===== config.mk =====
export PLATFORM = sky130hd
export DESIGN_NAME = wb_top
export DESIGN_NICKNAME = d
export VERILOG_FILES = /design/src/design/wb_pkg.sv /design/src/design/wb_top.sv /design/src/design/wb_csr_file.sv /design/src/design/wb_regfile.sv /design/src/design/wb_arbiter.sv /design/src/design/wb_result_slot.sv
export SDC_FILE = /design/constraint.sdc
export NUM_CORES = 2
export LEC_CHECK = 0
export ABC_AREA = 0
export BUFFER_PORTS_ARGS = -buffer_cell sky130_fd_sc_hd__buf_4
export CELL_PAD_IN_SITES_DETAIL_PLACEMENT = 0
export CELL_PAD_IN_SITES_GLOBAL_PLACEMENT = 1
export CORE_MARGIN = 5
export CORE_UTILIZATION = 35
export CTS_CLUSTER_SIZE = 8
export DETAILED_ROUTE_END_ITERATION = 7
export PLACE_DENSITY = 0.59
export RECOVER_POWER = 100
export SLEW_MARGIN = 10
export SYNTH_ARGS = -nofsm -noshare
export SYNTH_HDL_FRONTEND = slang
export SYNTH_SLANG_ARGS = --single-unit

===== constraint.sdc =====
create_clock -name clk -period 22.1 [get_ports clk]
set_input_delay 3.315 -clock clk [delete_from_list [all_inputs] [get_ports clk]]
set_output_delay 3.315 -clock clk [all_outputs]
set_load 0.02 [all_outputs]

===== src/design/wb_pkg.sv =====
// ~~~~~~~~~~~~~~~~~~~~~~~~~~~~~~~~~~~~~~~~
// writeback stage shared definitions
// widths, unit indices, arbiter priority
// and the two result payload structs
// ~~~~~~~~~~~~~~~~~~~~~~~~~~~~~~~~~~~~~~~~

package wb_pkg;

    // datapath widths
    localparam int unsigned REG_DATA_W  = 32;
    localparam int unsigned REG_ADDR_W  = 5;
    localparam int unsigned CSR_ADDR_W  = 12;
    localparam int unsigned COMMIT_ID_W = 4;
    localparam int unsigned NUM_GPR     = 2 ** REG_ADDR_W;

    // execution unit ports
    localparam int unsigned NUM_EU   = 6;
    localparam int unsigned EU_IDX_W = $clog2(NUM_EU);

    typedef logic [EU_IDX_W-1:0] eu_idx_t;

    localparam eu_idx_t EU_ALU1 = 3'd0;
    localparam eu_idx_t EU_ALU2 = 3'd1;
    localparam eu_idx_t EU_MUL1 = 3'd2;
    localparam eu_idx_t EU_MUL2 = 3'd3;
    localparam eu_idx_t EU_LSU  = 3'd4;
    localparam eu_idx_t EU_CSR  = 3'd5;

    // highest priority first
    localparam eu_idx_t PRIO_ORDER [NUM_EU] = '{EU_LSU, EU_MUL2, EU_MUL1,
                                                 EU_CSR, EU_ALU2, EU_ALU1};

    // csr map
    localparam int unsigned NUM_SCRATCH = 4;
    localparam logic [CSR_ADDR_W-1:0] CSR_SCRATCH_BASE = 12'h340;
    localparam logic [CSR_ADDR_W-1:0] CSR_INSTRET      = 12'hC02;

    // 42 bits
    typedef struct packed {
        logic                   we;
        logic [REG_ADDR_W-1:0]  waddr;
        logic [REG_DATA_W-1:0]  wdata;
        logic [COMMIT_ID_W-1:0] commit_id;
    } gpr_result_t;

    // 87 bits holding the gpr part and the csr write
    typedef struct packed {
        gpr_result_t           gpr;
        logic                  csr_we;
        logic [CSR_ADDR_W-1:0] csr_waddr;
        logic [REG_DATA_W-1:0] csr_wdata;
    } csr_result_t;

endpackage

===== src/design/wb_top.sv =====
// ~~~~~~~~~~~~~~~~~~~~~~~~~~~~~~~~~~~~~~~~
// writeback subsystem top
// six result slots, arbiter, gpr and csr
// ~~~~~~~~~~~~~~~~~~~~~~~~~~~~~~~~~~~~~~~~

`timescale 1ns/1ps

module wb_top (
    input  logic                           clk,
    input  logic                           rst_n_i,

    // execution unit producers
    input  logic                           alu1_req_i,
    input  wb_pkg::gpr_result_t            alu1_payload_i,
    output logic                           alu1_ack_o,
    input  logic                           alu2_req_i,
    input  wb_pkg::gpr_result_t            alu2_payload_i,
    output logic                           alu2_ack_o,
    input  logic                           mul1_req_i,
    input  wb_pkg::gpr_result_t            mul1_payload_i,
    output logic                           mul1_ack_o,
    input  logic                           mul2_req_i,
    input  wb_pkg::gpr_result_t            mul2_payload_i,
    output logic                           mul2_ack_o,
    input  logic                           lsu_req_i,
    input  wb_pkg::gpr_result_t            lsu_payload_i,
    output logic                           lsu_ack_o,
    input  logic                           csr_req_i,
    input  wb_pkg::csr_result_t            csr_payload_i,
    output logic                           csr_ack_o,

    // commit
    output logic                           commit_valid1_o,
    output logic [wb_pkg::COMMIT_ID_W-1:0] commit_id1_o,
    output logic                           commit_valid2_o,
    output logic [wb_pkg::COMMIT_ID_W-1:0] commit_id2_o,

    // observation read ports
    input  logic [wb_pkg::REG_ADDR_W-1:0]  rf_raddr1_i,
    input  logic [wb_pkg::REG_ADDR_W-1:0]  rf_raddr2_i,
    output logic [wb_pkg::REG_DATA_W-1:0]  rf_rdata1_o,
    output logic [wb_pkg::REG_DATA_W-1:0]  rf_rdata2_o,
    input  logic [wb_pkg::CSR_ADDR_W-1:0]  csr_raddr_i,
    output logic [wb_pkg::REG_DATA_W-1:0]  csr_rdata_o
);

    logic [wb_pkg::NUM_EU-1:0]     slot_valid;
    logic [wb_pkg::NUM_EU-1:0]     slot_grant;
    wb_pkg::gpr_result_t           gpr_payload [wb_pkg::NUM_EU];
    wb_pkg::csr_result_t           csr_slot_payload;

    logic                          reg1_we;
    logic [wb_pkg::REG_ADDR_W-1:0] reg1_waddr;
    logic [wb_pkg::REG_DATA_W-1:0] reg1_wdata;
    logic                          reg2_we;
    logic [wb_pkg::REG_ADDR_W-1:0] reg2_waddr;
    logic [wb_pkg::REG_DATA_W-1:0] reg2_wdata;
    logic                          csr_we;
    logic [wb_pkg::CSR_ADDR_W-1:0] csr_waddr;
    logic [wb_pkg::REG_DATA_W-1:0] csr_wdata;

    // csr slot competes with its gpr part
    assign gpr_payload[wb_pkg::EU_CSR] = csr_slot_payload.gpr;

    wb_result_slot #(.payload_t(wb_pkg::gpr_result_t)) u_slot_alu1 (
        .clk, .rst_n_i,
        .eu_req_i(alu1_req_i), .eu_payload_i(alu1_payload_i), .eu_ack_o(alu1_ack_o),
        .slot_valid_o(slot_valid[wb_pkg::EU_ALU1]),
        .slot_payload_o(gpr_payload[wb_pkg::EU_ALU1]),
        .slot_grant_i(slot_grant[wb_pkg::EU_ALU1])
    );

    wb_result_slot #(.payload_t(wb_pkg::gpr_result_t)) u_slot_alu2 (
        .clk, .rst_n_i,
        .eu_req_i(alu2_req_i), .eu_payload_i(alu2_payload_i), .eu_ack_o(alu2_ack_o),
        .slot_valid_o(slot_valid[wb_pkg::EU_ALU2]),
        .slot_payload_o(gpr_payload[wb_pkg::EU_ALU2]),
        .slot_grant_i(slot_grant[wb_pkg::EU_ALU2])
    );

    wb_result_slot #(.payload_t(wb_pkg::gpr_result_t)) u_slot_mul1 (
        .clk, .rst_n_i,
        .eu_req_i(mul1_req_i), .eu_payload_i(mul1_payload_i), .eu_ack_o(mul1_ack_o),
        .slot_valid_o(slot_valid[wb_pkg::EU_MUL1]),
        .slot_payload_o(gpr_payload[wb_pkg::EU_MUL1]),
        .slot_grant_i(slot_grant[wb_pkg::EU_MUL1])
    );

    wb_result_slot #(.payload_t(wb_pkg::gpr_result_t)) u_slot_mul2 (
        .clk, .rst_n_i,
        .eu_req_i(mul2_req_i), .eu_payload_i(mul2_payload_i), .eu_ack_o(mul2_ack_o),
        .slot_valid_o(slot_valid[wb_pkg::EU_MUL2]),
        .slot_payload_o(gpr_payload[wb_pkg::EU_MUL2]),
        .slot_grant_i(slot_grant[wb_pkg::EU_MUL2])
    );

    wb_result_slot #(.payload_t(wb_pkg::gpr_result_t)) u_slot_lsu (
        .clk, .rst_n_i,
        .eu_req_i(lsu_req_i), .eu_payload_i(lsu_payload_i), .eu_ack_o(lsu_ack_o),
        .slot_valid_o(slot_valid[wb_pkg::EU_LSU]),
        .slot_payload_o(gpr_payload[wb_pkg::EU_LSU]),
        .slot_grant_i(slot_grant[wb_pkg::EU_LSU])
    );

    wb_result_slot #(.payload_t(wb_pkg::csr_result_t)) u_slot_csr (
        .clk, .rst_n_i,
        .eu_req_i(csr_req_i), .eu_payload_i(csr_payload_i), .eu_ack_o(csr_ack_o),
        .slot_valid_o(slot_valid[wb_pkg::EU_CSR]),
        .slot_payload_o(csr_slot_payload),
        .slot_grant_i(slot_grant[wb_pkg::EU_CSR])
    );

    wb_arbiter u_arbiter (
        .slot_valid_i(slot_valid), .gpr_payload_i(gpr_payload),
        .csr_we_i(csr_slot_payload.csr_we),
        .csr_addr_i(csr_slot_payload.csr_waddr),
        .csr_data_i(csr_slot_payload.csr_wdata),
        .slot_grant_o(slot_grant),
        .reg1_we_o(reg1_we), .reg1_waddr_o(reg1_waddr), .reg1_wdata_o(reg1_wdata),
        .reg2_we_o(reg2_we), .reg2_waddr_o(reg2_waddr), .reg2_wdata_o(reg2_wdata),
        .commit_valid1_o, .commit_id1_o, .commit_valid2_o, .commit_id2_o,
        .csr_we_o(csr_we), .csr_waddr_o(csr_waddr), .csr_wdata_o(csr_wdata)
    );

    wb_regfile u_regfile (
        .clk, .rst_n_i,
        .we1_i(reg1_we), .waddr1_i(reg1_waddr), .wdata1_i(reg1_wdata),
        .we2_i(reg2_we), .waddr2_i(reg2_waddr), .wdata2_i(reg2_wdata),
        .raddr1_i(rf_raddr1_i), .raddr2_i(rf_raddr2_i),
        .rdata1_o(rf_rdata1_o), .rdata2_o(rf_rdata2_o)
    );

    // instret follows the commit strobes
    wb_csr_file u_csr_file (
        .clk, .rst_n_i,
        .csr_we_i(csr_we), .csr_waddr_i(csr_waddr), .csr_wdata_i(csr_wdata),
        .commit_valid1_i(commit_valid1_o), .commit_valid2_i(commit_valid2_o),
        .csr_raddr_i, .csr_rdata_o
    );

endmodule


===== src/design/wb_csr_file.sv =====
// ~~~~~~~~~~~~~~~~~~~~~~~~~~~~~~~~~~~~~~~~
// small csr file: four scratch registers
// and the retired instruction counter
// ~~~~~~~~~~~~~~~~~~~~~~~~~~~~~~~~~~~~~~~~

`timescale 1ns/1ps

module wb_csr_file (
    input  logic                          clk,
    input  logic                          rst_n_i,

    // write port
    input  logic                          csr_we_i,
    input  logic [wb_pkg::CSR_ADDR_W-1:0] csr_waddr_i,
    input  logic [wb_pkg::REG_DATA_W-1:0] csr_wdata_i,

    // retire events
    input  logic                          commit_valid1_i,
    input  logic                          commit_valid2_i,

    // read port
    input  logic [wb_pkg::CSR_ADDR_W-1:0] csr_raddr_i,
    output logic [wb_pkg::REG_DATA_W-1:0] csr_rdata_o
);

    localparam int unsigned SCR_IDX_W = $clog2(wb_pkg::NUM_SCRATCH);

    logic [wb_pkg::REG_DATA_W-1:0] scratch_q [wb_pkg::NUM_SCRATCH];
    logic [wb_pkg::REG_DATA_W-1:0] instret_q;
    logic                          wr_hit;
    logic                          rd_hit;

    // scratch block is aligned, compare the upper address bits
    assign wr_hit = csr_waddr_i[wb_pkg::CSR_ADDR_W-1:SCR_IDX_W] ==
                    wb_pkg::CSR_SCRATCH_BASE[wb_pkg::CSR_ADDR_W-1:SCR_IDX_W];
    assign rd_hit = csr_raddr_i[wb_pkg::CSR_ADDR_W-1:SCR_IDX_W] ==
                    wb_pkg::CSR_SCRATCH_BASE[wb_pkg::CSR_ADDR_W-1:SCR_IDX_W];

    // unmapped and read-only targets are ignored
    always_ff @(posedge clk) begin
        if (!rst_n_i) begin
            for (int i = 0; i < wb_pkg::NUM_SCRATCH; i++) begin
                scratch_q[i] <= '0;
            end
        end else if (csr_we_i && wr_hit) begin
            scratch_q[csr_waddr_i[SCR_IDX_W-1:0]] <= csr_wdata_i;
        end
    end

    // 0, 1 or 2 retirements per cycle
    always_ff @(posedge clk) begin
        if (!rst_n_i) begin
            instret_q <= '0;
        end else begin
            instret_q <= instret_q
                       + wb_pkg::REG_DATA_W'(commit_valid1_i)
                       + wb_pkg::REG_DATA_W'(commit_valid2_i);
        end
    end

    always_comb begin
        if (rd_hit) begin
            csr_rdata_o = scratch_q[csr_raddr_i[SCR_IDX_W-1:0]];
        end else if (csr_raddr_i == wb_pkg::CSR_INSTRET) begin
            csr_rdata_o = instret_q;
        end else begin
            csr_rdata_o = '0;
        end
    end

endmodule


===== src/design/wb_regfile.sv =====
// ~~~~~~~~~~~~~~~~~~~~~~~~~~~~~~~~~~~~~~~~
// 32 x 32 general register file
// two write channels, two read ports
// ~~~~~~~~~~~~~~~~~~~~~~~~~~~~~~~~~~~~~~~~

`timescale 1ns/1ps

module wb_regfile (
    input  logic                          clk,
    input  logic                          rst_n_i,

    // write channels where channel 1 wins on the same address
    input  logic                          we1_i,
    input  logic [wb_pkg::REG_ADDR_W-1:0] waddr1_i,
    input  logic [wb_pkg::REG_DATA_W-1:0] wdata1_i,
    input  logic                          we2_i,
    input  logic [wb_pkg::REG_ADDR_W-1:0] waddr2_i,
    input  logic [wb_pkg::REG_DATA_W-1:0] wdata2_i,

    // read ports
    input  logic [wb_pkg::REG_ADDR_W-1:0] raddr1_i,
    input  logic [wb_pkg::REG_ADDR_W-1:0] raddr2_i,
    output logic [wb_pkg::REG_DATA_W-1:0] rdata1_o,
    output logic [wb_pkg::REG_DATA_W-1:0] rdata2_o
);

    // no storage for x0
    logic [wb_pkg::REG_DATA_W-1:0] regs [1:wb_pkg::NUM_GPR-1];

    always_ff @(posedge clk) begin
        if (!rst_n_i) begin
            for (int i = 1; i < wb_pkg::NUM_GPR; i++) begin
                regs[i] <= '0;
            end
        end else begin
            if (we2_i && waddr2_i != '0) begin
                regs[waddr2_i] <= wdata2_i;
            end
            // later assignment takes precedence
            if (we1_i && waddr1_i != '0) begin
                regs[waddr1_i] <= wdata1_i;
            end
        end
    end

    // read during write gives the old value
    assign rdata1_o = (raddr1_i == '0) ? '0 : regs[raddr1_i];
    assign rdata2_o = (raddr2_i == '0) ? '0 : regs[raddr2_i];

endmodule


===== src/design/wb_arbiter.sv =====
// ~~~~~~~~~~~~~~~~~~~~~~~~~~~~~~~~~~~~~~~~
// dual-channel fixed-priority writeback
// arbiter: channel muxes, commits, grants
// and the gated csr write
// ~~~~~~~~~~~~~~~~~~~~~~~~~~~~~~~~~~~~~~~~

`timescale 1ns/1ps

module wb_arbiter (
    // slot contents
    input  logic [wb_pkg::NUM_EU-1:0]           slot_valid_i,
    input  wb_pkg::gpr_result_t                 gpr_payload_i [wb_pkg::NUM_EU],

    // csr part of the csr slot
    input  logic                                csr_we_i,
    input  logic [wb_pkg::CSR_ADDR_W-1:0]       csr_addr_i,
    input  logic [wb_pkg::REG_DATA_W-1:0]       csr_data_i,

    output logic [wb_pkg::NUM_EU-1:0]           slot_grant_o,

    // register file write channels
    output logic                                reg1_we_o,
    output logic [wb_pkg::REG_ADDR_W-1:0]       reg1_waddr_o,
    output logic [wb_pkg::REG_DATA_W-1:0]       reg1_wdata_o,
    output logic                                reg2_we_o,
    output logic [wb_pkg::REG_ADDR_W-1:0]       reg2_waddr_o,
    output logic [wb_pkg::REG_DATA_W-1:0]       reg2_wdata_o,

    // commit
    output logic                                commit_valid1_o,
    output logic [wb_pkg::COMMIT_ID_W-1:0]      commit_id1_o,
    output logic                                commit_valid2_o,
    output logic [wb_pkg::COMMIT_ID_W-1:0]      commit_id2_o,

    // csr file write
    output logic                                csr_we_o,
    output logic [wb_pkg::CSR_ADDR_W-1:0]       csr_waddr_o,
    output logic [wb_pkg::REG_DATA_W-1:0]       csr_wdata_o
);

    logic                ch1_valid;
    logic                ch2_valid;
    wb_pkg::eu_idx_t     ch1_idx;
    wb_pkg::eu_idx_t     ch2_idx;
    wb_pkg::gpr_result_t ch1_res;
    wb_pkg::gpr_result_t ch2_res;

    // two passes over the priority list, second one skips the first pick
    always_comb begin
        ch1_valid = 1'b0;
        ch2_valid = 1'b0;
        ch1_idx   = wb_pkg::EU_ALU1;
        ch2_idx   = wb_pkg::EU_ALU1;

        for (int p = 0; p < wb_pkg::NUM_EU; p++) begin
            if (!ch1_valid && slot_valid_i[wb_pkg::PRIO_ORDER[p]]) begin
                ch1_valid = 1'b1;
                ch1_idx   = wb_pkg::PRIO_ORDER[p];
            end
        end

        if (ch1_valid) begin
            for (int p = 0; p < wb_pkg::NUM_EU; p++) begin
                if (!ch2_valid && slot_valid_i[wb_pkg::PRIO_ORDER[p]] &&
                    wb_pkg::PRIO_ORDER[p] != ch1_idx) begin
                    ch2_valid = 1'b1;
                    ch2_idx   = wb_pkg::PRIO_ORDER[p];
                end
            end
        end
    end

    assign ch1_res = gpr_payload_i[ch1_idx];
    assign ch2_res = gpr_payload_i[ch2_idx];

    // x0 writes are dropped, the result still commits
    assign reg1_we_o    = ch1_valid && ch1_res.we && (ch1_res.waddr != '0);
    assign reg1_waddr_o = reg1_we_o ? ch1_res.waddr : '0;
    assign reg1_wdata_o = reg1_we_o ? ch1_res.wdata : '0;

    assign reg2_we_o    = ch2_valid && ch2_res.we && (ch2_res.waddr != '0);
    assign reg2_waddr_o = reg2_we_o ? ch2_res.waddr : '0;
    assign reg2_wdata_o = reg2_we_o ? ch2_res.wdata : '0;

    assign commit_valid1_o = ch1_valid;
    assign commit_id1_o    = ch1_valid ? ch1_res.commit_id : '0;
    assign commit_valid2_o = ch2_valid;
    assign commit_id2_o    = ch2_valid ? ch2_res.commit_id : '0;

    // grant exactly the slots that won a channel
    always_comb begin
        for (int i = 0; i < wb_pkg::NUM_EU; i++) begin
            slot_grant_o[i] = (ch1_valid && ch1_idx == wb_pkg::eu_idx_t'(i)) ||
                              (ch2_valid && ch2_idx == wb_pkg::eu_idx_t'(i));
        end
    end

    // csr write only goes out together with the csr commit
    assign csr_we_o    = slot_grant_o[wb_pkg::EU_CSR] && csr_we_i;
    assign csr_waddr_o = csr_we_o ? csr_addr_i : '0;
    assign csr_wdata_o = csr_we_o ? csr_data_i : '0;

endmodule


===== src/design/wb_result_slot.sv =====
// ~~~~~~~~~~~~~~~~~~~~~~~~~~~~~~~~~~~~~~~~
// one-entry result holding slot
// four-phase req/ack towards the producer,
// valid held until the arbiter grants it
// ~~~~~~~~~~~~~~~~~~~~~~~~~~~~~~~~~~~~~~~~

`timescale 1ns/1ps

module wb_result_slot #(
    parameter type payload_t = wb_pkg::gpr_result_t
) (
    input  logic     clk,
    input  logic     rst_n_i,

    // producer side
    input  logic     eu_req_i,
    input  payload_t eu_payload_i,
    output logic     eu_ack_o,

    // arbiter side
    output logic     slot_valid_o,
    output payload_t slot_payload_o,
    input  logic     slot_grant_i
);

    logic     ack_q;
    logic     valid_q;
    payload_t payload_q;
    logic     accept;

    // new request with the previous handshake closed and the slot empty
    assign accept = eu_req_i && !ack_q && !valid_q;

    // ack phase of the handshake
    always_ff @(posedge clk) begin
        if (!rst_n_i) begin
            ack_q <= 1'b0;
        end else if (accept) begin
            ack_q <= 1'b1;
        end else if (ack_q && !eu_req_i) begin
            // producer has dropped req
            ack_q <= 1'b0;
        end
    end

    // occupancy is cleared on the granting edge
    always_ff @(posedge clk) begin
        if (!rst_n_i) begin
            valid_q <= 1'b0;
        end else if (accept) begin
            valid_q <= 1'b1;
        end else if (slot_grant_i) begin
            valid_q <= 1'b0;
        end
    end

    always_ff @(posedge clk) begin
        if (accept) begin
            payload_q <= eu_payload_i;
        end
    end

    assign eu_ack_o       = ack_q;
    assign slot_valid_o   = valid_q;
    assign slot_payload_o = payload_q;

endmodule


### Yosys cells after proc, flatten, opt, wreduce, memory -nomap -nowiden

Memory sizes are Yosys's and may differ from the RTL's.
Cells that the tools add are included.

| storage, ports and cells | value |
|---|---|
| memory bits (writable) | 1120 |
| flip-flop bits (word level) | 341 |
| word-level logic and storage cells | 270 |
| bits of input ports | 327 |
| memories kept | 2 |

| cells by class | value |
|---|---|
| bitwise logic cells | 2 |
| equality and inequality tests | 18 |
| mux-type cells | 92 |
| add/sub/neg operators | 2 |
| reductions and logical operators | 112 |
| $lt $le $gt $ge | 2 |

Memories:

| name | depth | bits a word | rd ports | clocked after memory_dff | wr ports | line | RTL |
|---|---|---|---|---|---|---|---|
| u_regfile.regs | 31 | 32 | 2 | 0 | 31 | wb_regfile.sv:28 | `logic [wb_pkg::REG_DATA_W-1:0] regs [1:wb_pkg::NUM_GPR-1];` |
| u_csr_file.scratch_q | 4 | 32 | 1 | 0 | 4 | wb_csr_file.sv:28 | `logic [wb_pkg::REG_DATA_W-1:0] scratch_q [wb_pkg::NUM_SCRATCH];` |

Operators by type and width:

| cell | number |
|---|---|
| 32-bit 2-to-1 mux | 10 |
| 42-bit binary-select mux with 3-bit select | 2 |
| 42-bit 2-to-1 mux | 4 |
| 32-bit OR reduction | 3 |
| 32-bit by 1-bit adder with 32-bit output | 2 |
| 1-bit 2-to-1 mux | 55 |
| 1-bit logical AND | 54 |
| 3-bit 2-to-1 mux | 13 |
| 1-bit logical NOT | 28 |
| 2-bit nonzero test | 12 |
| 10-bit by 8-bit == test with 1-bit output (second input constant) | 2 |
| 5-bit 2-to-1 mux | 4 |
| 5-bit nonzero test | 4 |
| 12-bit == test (second input constant) | 1 |
| 3-bit by 2-bit == test with 1-bit output (second input constant) | 4 |
| 3-bit == test (second input constant) | 4 |
| 12-bit 2-to-1 mux | 1 |
| 5-bit logical NOT | 2 |
| 4-bit greater-or-equal comparator (second input constant) | 2 |
| 4-bit 2-to-1 mux | 2 |
| 3-bit inverter with 4-bit output | 2 |
| 3-bit by 1-bit == test with 1-bit output (second input constant) | 2 |
| 3-bit logical NOT | 2 |
| 1-bit logical OR | 6 |
| other kinds (5) | 7 |

### Longest topological paths before layout

| depth | value |
|---|---|
| word-level depth | 59 |
| gate-level depth with buffers | 14 |

### Cells and area by module

A second synthesis with hierarchy kept.

| second synthesis, totals | value |
|---|---|
| cell total of the unflattened synthesis | 5607 |
| area total of the unflattened synthesis | 80033.0 µm² |

Modules (own cells, without submodules):

| module | area an instance (µm²) | sequential area each (µm²) | times used | cells an instance |
|---|---|---|---|---|
| wb_regfile | 58613.7 | 30749.5 | 1 | 3924 |
| wb_csr_file | 7698.6 | 4484.3 | 1 | 610 |
| wb_result_slot at u_slot_alu1 ... | 1342.5 | 1301.2 | 5 | 50 |
| wb_arbiter | 4314.1 | 0.0 | 1 | 728 |
| wb_result_slot at u_slot_csr | 2693.8 | 2652.5 | 1 | 95 |

### Least setup slack after synthesis

Ideal clock, no wire load.

| timing | value |
|---|---|
| path kind | input -> register |
| start point | input port csr_req_i |
| end point | register u_slot_csr.payload_q, in the netlist u_slot_csr.slot_payload_o[0], enable pin |
| data arrival time | 9.623 ns |
| setup slack | 11.817 ns |
| cell stages on the path | 1 |
| library setup time | 0.660 ns |
| data required time | 21.440 ns |
| path buffers | 0 |
| path through | nor3b_1 |

| on the way | value |
|---|---|
| cells in the longest elaborated chain, start to end | 2 |

RTL lines:

| what | line | RTL |
|---|---|---|
| start, declared | wb_top.sv:28 | `input logic csr_req_i,` |
| 1-bit logical AND (2 in series) | wb_result_slot.sv:32 | `assign accept = eu_req_i && !ack_q && !valid_q;` |
| end signal, assigned | wb_result_slot.sv:59 | `payload_q <= eu_payload_i;` |
| end, declared | wb_result_slot.sv:28 | `payload_t payload_q;` |

No other way between the ends.
A chain may end at the register's enable or synchronous reset.

### Final worst setup path

| timing | value |
|---|---|
| start point | input port rf_raddr2_i[1] in the netlist's numbering |
| end point | output port rf_rdata2_o[27] in the netlist's numbering |

| on the way | value |
|---|---|
| cells in the longest elaborated chain, start to end | 2 |
| elaborated cells between the ends (all ways) | 3 |

RTL lines:

| what | line | RTL |
|---|---|---|
| start, declared | wb_top.sv:40 | `input logic [wb_pkg::REG_ADDR_W-1:0] rf_raddr2_i,` |
| memory 31 x 32 bit or 5-bit logical NOT (tied branches) | -- |  |
| 32-bit 2-to-1 mux (*) | wb_regfile.sv:48 | `assign rdata2_o = (raddr2_i == '0) ? '0 : regs[raddr2_i];` |
| end, declared | wb_top.sv:42 | `output logic [wb_pkg::REG_DATA_W-1:0] rf_rdata2_o,` |

Mark *: on every way between the ends. The rest lies on a longest branch, timed or not.

==> results.py <==
metrics = {
    "status": {
        "status": "complete, but fails checks",
        "failed_checks": "max-capacitance violations, max-slew violations",
    },
    "logic_synthesis": {
        "synth.avg_cell_area_um2": 15.16,
        "post-synth-top-count-cell": "edfxtp_1",
        "post_synth_num_cell_types": 91,
        "yosysWarnings": 0,
        "synth_top_area_share_pct": 56.93,
        "synth_top_flop_cell": "edfxtp_1",
        "syn_inst": 5040,
        "yosysTopAreaCell": "edfxtp_1",
        "ys_async_sr_fraction_pct": 0,
        "yosysSeqAreaShare_pct": 58.08,
        "synth_edf_count": 1449,
        "ys_ff_latch": 1493,
        "synth.area.top_cells": "edfxtp_1 (57%), mux4_2 (21%), o22ai_1 (8.5%), clkbuf_1 (2.0%), mux2i_1 (1.3%)",
        "synth_area_mm2": 0.07643,
        "ys_top_cells_by_count": "edfxtp_1 (1449), o22ai_1 (1033), mux4_2 (708)",
    },
    "floorplan": {
        "design.die.area_mm2": 0.2278,
        "placementRows": 171,
        "io-pin-count": 439,
        "die_h_um": 477.3,
        "core-area_mm2": 0.2172,
        "chipWidth_um": 477.3,
        "start_util_pct": 35.19,
    },
    "drt": {
        "drc": 0,
        "drt_pre_antenna_iters": 6,
        "top_layer": "met5",
        "initialDrtViolationCount": 8485,
        "viasPerCell": 6.803,
        "wl_met1_um": 125700,
        "detail_route.wl_per_cell_um": 40.45,
        "antenna_left": 0,
        "met3RoutedLength_um": 48020,
        "wl_um": 332100,
        "dr_wl_met2_um": 144000,
        "num_vias": 55845,
    },
    "clocking": {
        "cts.sinks": 1493,
        "cts_hold_buf": 0,
        "path_clk_slew_ns": 0.05,
        "ctsResizeCount": 0,
        "htree_levels": 4,
        "insertion_delay_ns": 0.87,
        "cts_setup_buffers": 0,
        "cts_buffers": 207,
        "cts_root_buffer": "clkbuf_16",
        "cts_tree": "yes",
        "clock_path_buffers": 3,
    },
    "pwr": {
        "p_int_uw": 5289,
        "power_density_mw_per_mm2": 83.67,
        "clkPwrFrac_pct": 40.7,
        "leakagePower_uw": 0.02809,
        "sw_frac_of_total_pct": 27.64,
        "power_frac_seq_pct": 45.3,
        "vdd_drop_max_uv": 84.50,
        "p_sw_uw": 2020,
        "combPwrFrac_pct": 14.0,
    },
    "worst_setup_path": {
        "critPathMaxStageDelay_ns": 4.59,
        "critPathTopFamily": "buffers and inverters",
        "endpoint_kind": "output pin",
        "crit_top_cell": "clkbuf_1",
        "crit_arrival_ns": 13.47,
        "path_max_fanout": 88,
        "path_cells": "clkbuf_1 -> clkbuf_1 -> buf_4 -> mux4_2 -> mux4_2 -> mux2i_1 -> nor2_1 -> clkbuf_1",
        "required_ns": 18.78,
        "cp_slowest_cell": "clkbuf_1",
        "critPathBufInv": 4,
        "startpoint_type": "primary input",
        "ff2ff_setup_slack_ns": 7.73,
        "path_class": "in -> out",
    },
    "global_route": {
        "grt_pass1_vias": 55723,
        "grt_pass1_wl_um": 452100,
        "antenna_found_initial": 22,
        "track_usage_pct": 28.23,
        "grt_max_degree": 122,
        "overflow": 0,
    },
    "timing": {
        "clock.fmax_ghz": 0.05956,
        "fin_crit_sh_pct": 75.97,
        "rsz0062_at_grt": "no",
        "setup_viol": 0,
        "final.setup.tns_ns": 0,
        "min_period_ns": 16.79,
        "clock_skew_ns": 0.04756,
        "maxSlewViolCount": 3422,
        "whs_ns": 0.4609,
        "maxSlewHeadroom_pct": -347.9,
        "hold_viol_final": 0,
        "worst_pin_slew_ns": 6.719,
    },
    "layout": {
        "fin_cells": 8209,
        "nFillCells": 20144,
        "layout.nets": 5605,
        "syn_to_final_growth_pct": 14.30,
        "drive_gt1_share_pct": 25.52,
        "fin_util_pct": 40.23,
    },
    "placement": {
        "gp_congestion": 0.8532,
        "dp_cells": 7921,
        "place_hpwl_um": 186500,
        "portBuffers": 438,
    },
    "worst_hold_path": {
        "min_path_type": "reg -> reg",
    },
    "flow_run": {
        "maxCapViolations": 115,
    },
}
## through the flow
stage	total power [µW]	instance area, µm²	setup WS [ns]
2_1_floorplan	3924	76540	11.82
3_3_place_gp	4377	83050	10.57
3_5_place_dp	4385	83050	10.59
4_1_cts	7331	88850	10.57
5_1_grt	7497	87350	5.116
6_report	7310	87360	5.310
## sequential cells by signal, summed over array words and instances, names as in the netlist
signal,count
u_slot_csr.eu_ack_o,1
u_slot_mul2.slot_valid_o,1
u_slot_alu2.eu_ack_o,1
u_slot_lsu.slot_valid_o,1
u_slot_csr.slot_valid_o,1
u_slot_alu2.slot_payload_o,42
u_slot_mul2.eu_ack_o,1
u_slot_mul2.slot_payload_o,42
u_slot_alu1.slot_valid_o,1
u_slot_csr.slot_payload_o,87
u_slot_alu2.slot_valid_o,1
u_slot_mul1.slot_payload_o,42
u_slot_alu1.slot_payload_o,42
u_slot_mul1.eu_ack_o,1
u_slot_mul1.slot_valid_o,1
u_slot_alu1.eu_ack_o,1
u_slot_lsu.slot_payload_o,42
u_csr_file.scratch_q,128
u_regfile.regs,1024
u_slot_lsu.eu_ack_o,1
u_csr_file.instret_q,32
## area by class of cell
| cell class | instances | area, µm² | share of cell area (%) |
|---|---|---|---|
| timing repair buffer | 648 | 3881 | 4.443 |
| tap | 2854 | 3571 | 4.088 |
| clock buffer | 260 | 5389 | 6.169 |
| clock inverter | 21 | 407.9 | 0.4669 |
| sequential | 1493 | 44390 | 50.82 |
| antenna | 7 | 17.52 | 0.02005 |
| inverter | 83 | 311.5 | 0.3566 |
| multi-input combinational | 2843 | 29390 | 33.64 |
## metal layers
metal	global-route usage [%]	vias to the layer above
met5	0.3571	-
met4	10.52	13
met3	10.68	765
met2	41.45	4440
met1	38.13	29094
li1	-	21533
## worst register-to-register path, stage by stage (launching register included)
cell and delay [ns]:
dfxtp_2 0.30, clkbuf_1 0.77, o21ba_2 0.55, clkbuf_1 2.30, o221ai_1 0.71, o221ai_1 0.59, a22oi_1 0.34, nand4b_1 0.19
clkbuf_1 3.04, nand3_1 4.33, o22ai_1 0.96
## logic make-up (layout without fill, tap and decap cells)
family	Yosys count	count (layout)	share of synthesized area, %
adder cells (fa/ha/maj)	3	3	0.05566
XOR/XNOR	28	28	0.3209
other	1	39	0.004907
multiplexers	811	811	22.21
buffers and inverters	735	1012	3.919
AND/OR/NAND/NOR	684	684	4.563
AO/OA/AOI/OAI	1285	1285	10.84
flip-flops	1493	1493	58.08
## power groups by stage
stage	Clock [µW]	Combinational, µW	Sequential (µW)
6_report	2980	1020	3310
5_1_grt	3120	1060	3320
4_1_cts	3000	1030	3300
3_5_place_dp	0	1030	3350
3_3_place_gp	0	1030	3350
2_1_floorplan	0	589	3330
## cells in the final DEF (no fill, tap or decap), types with 45 or more instances in the layout
cell type  Yosys  layout
nand2_1      164     164
clkbuf_4       0     216
clkbuf_1     415     332
o211ai_1      61      61
inv_1         82      81
and2_0         1      69
nor2_1       186     185
mux2i_1      102     102
o21ai_0       49      49
buf_4         10     144
mux4_2       708     708
o22ai_1     1033    1033
nand3_1       54      45
and2_1       147      79
edfxtp_1    1449    1449
clkbuf_16      0     207
## final timing paths
| path | startpoint | endpoint | cells after the start |
|---|---|---|---|
| setup / recovery | rf_raddr2_i[1] | rf_rdata2_o[27] | 8 |
| hold / removal | u_slot_csr.eu_ack_o$_SDFFE_PN0P_ | u_slot_csr.eu_ack_o$_SDFFE_PN0P_ | 2 |
| setup reg to reg | u_slot_lsu.slot_valid_o$_SDFFE_PN0P_ | u_regfile.regs[4][31]$_DFFE_PP_ | 10 |
| hold reg to reg | u_slot_csr.eu_ack_o$_SDFFE_PN0P_ | u_slot_csr.eu_ack_o$_SDFFE_PN0P_ | 2 |
No activity file was read; power rests on OpenSTA's default activity.
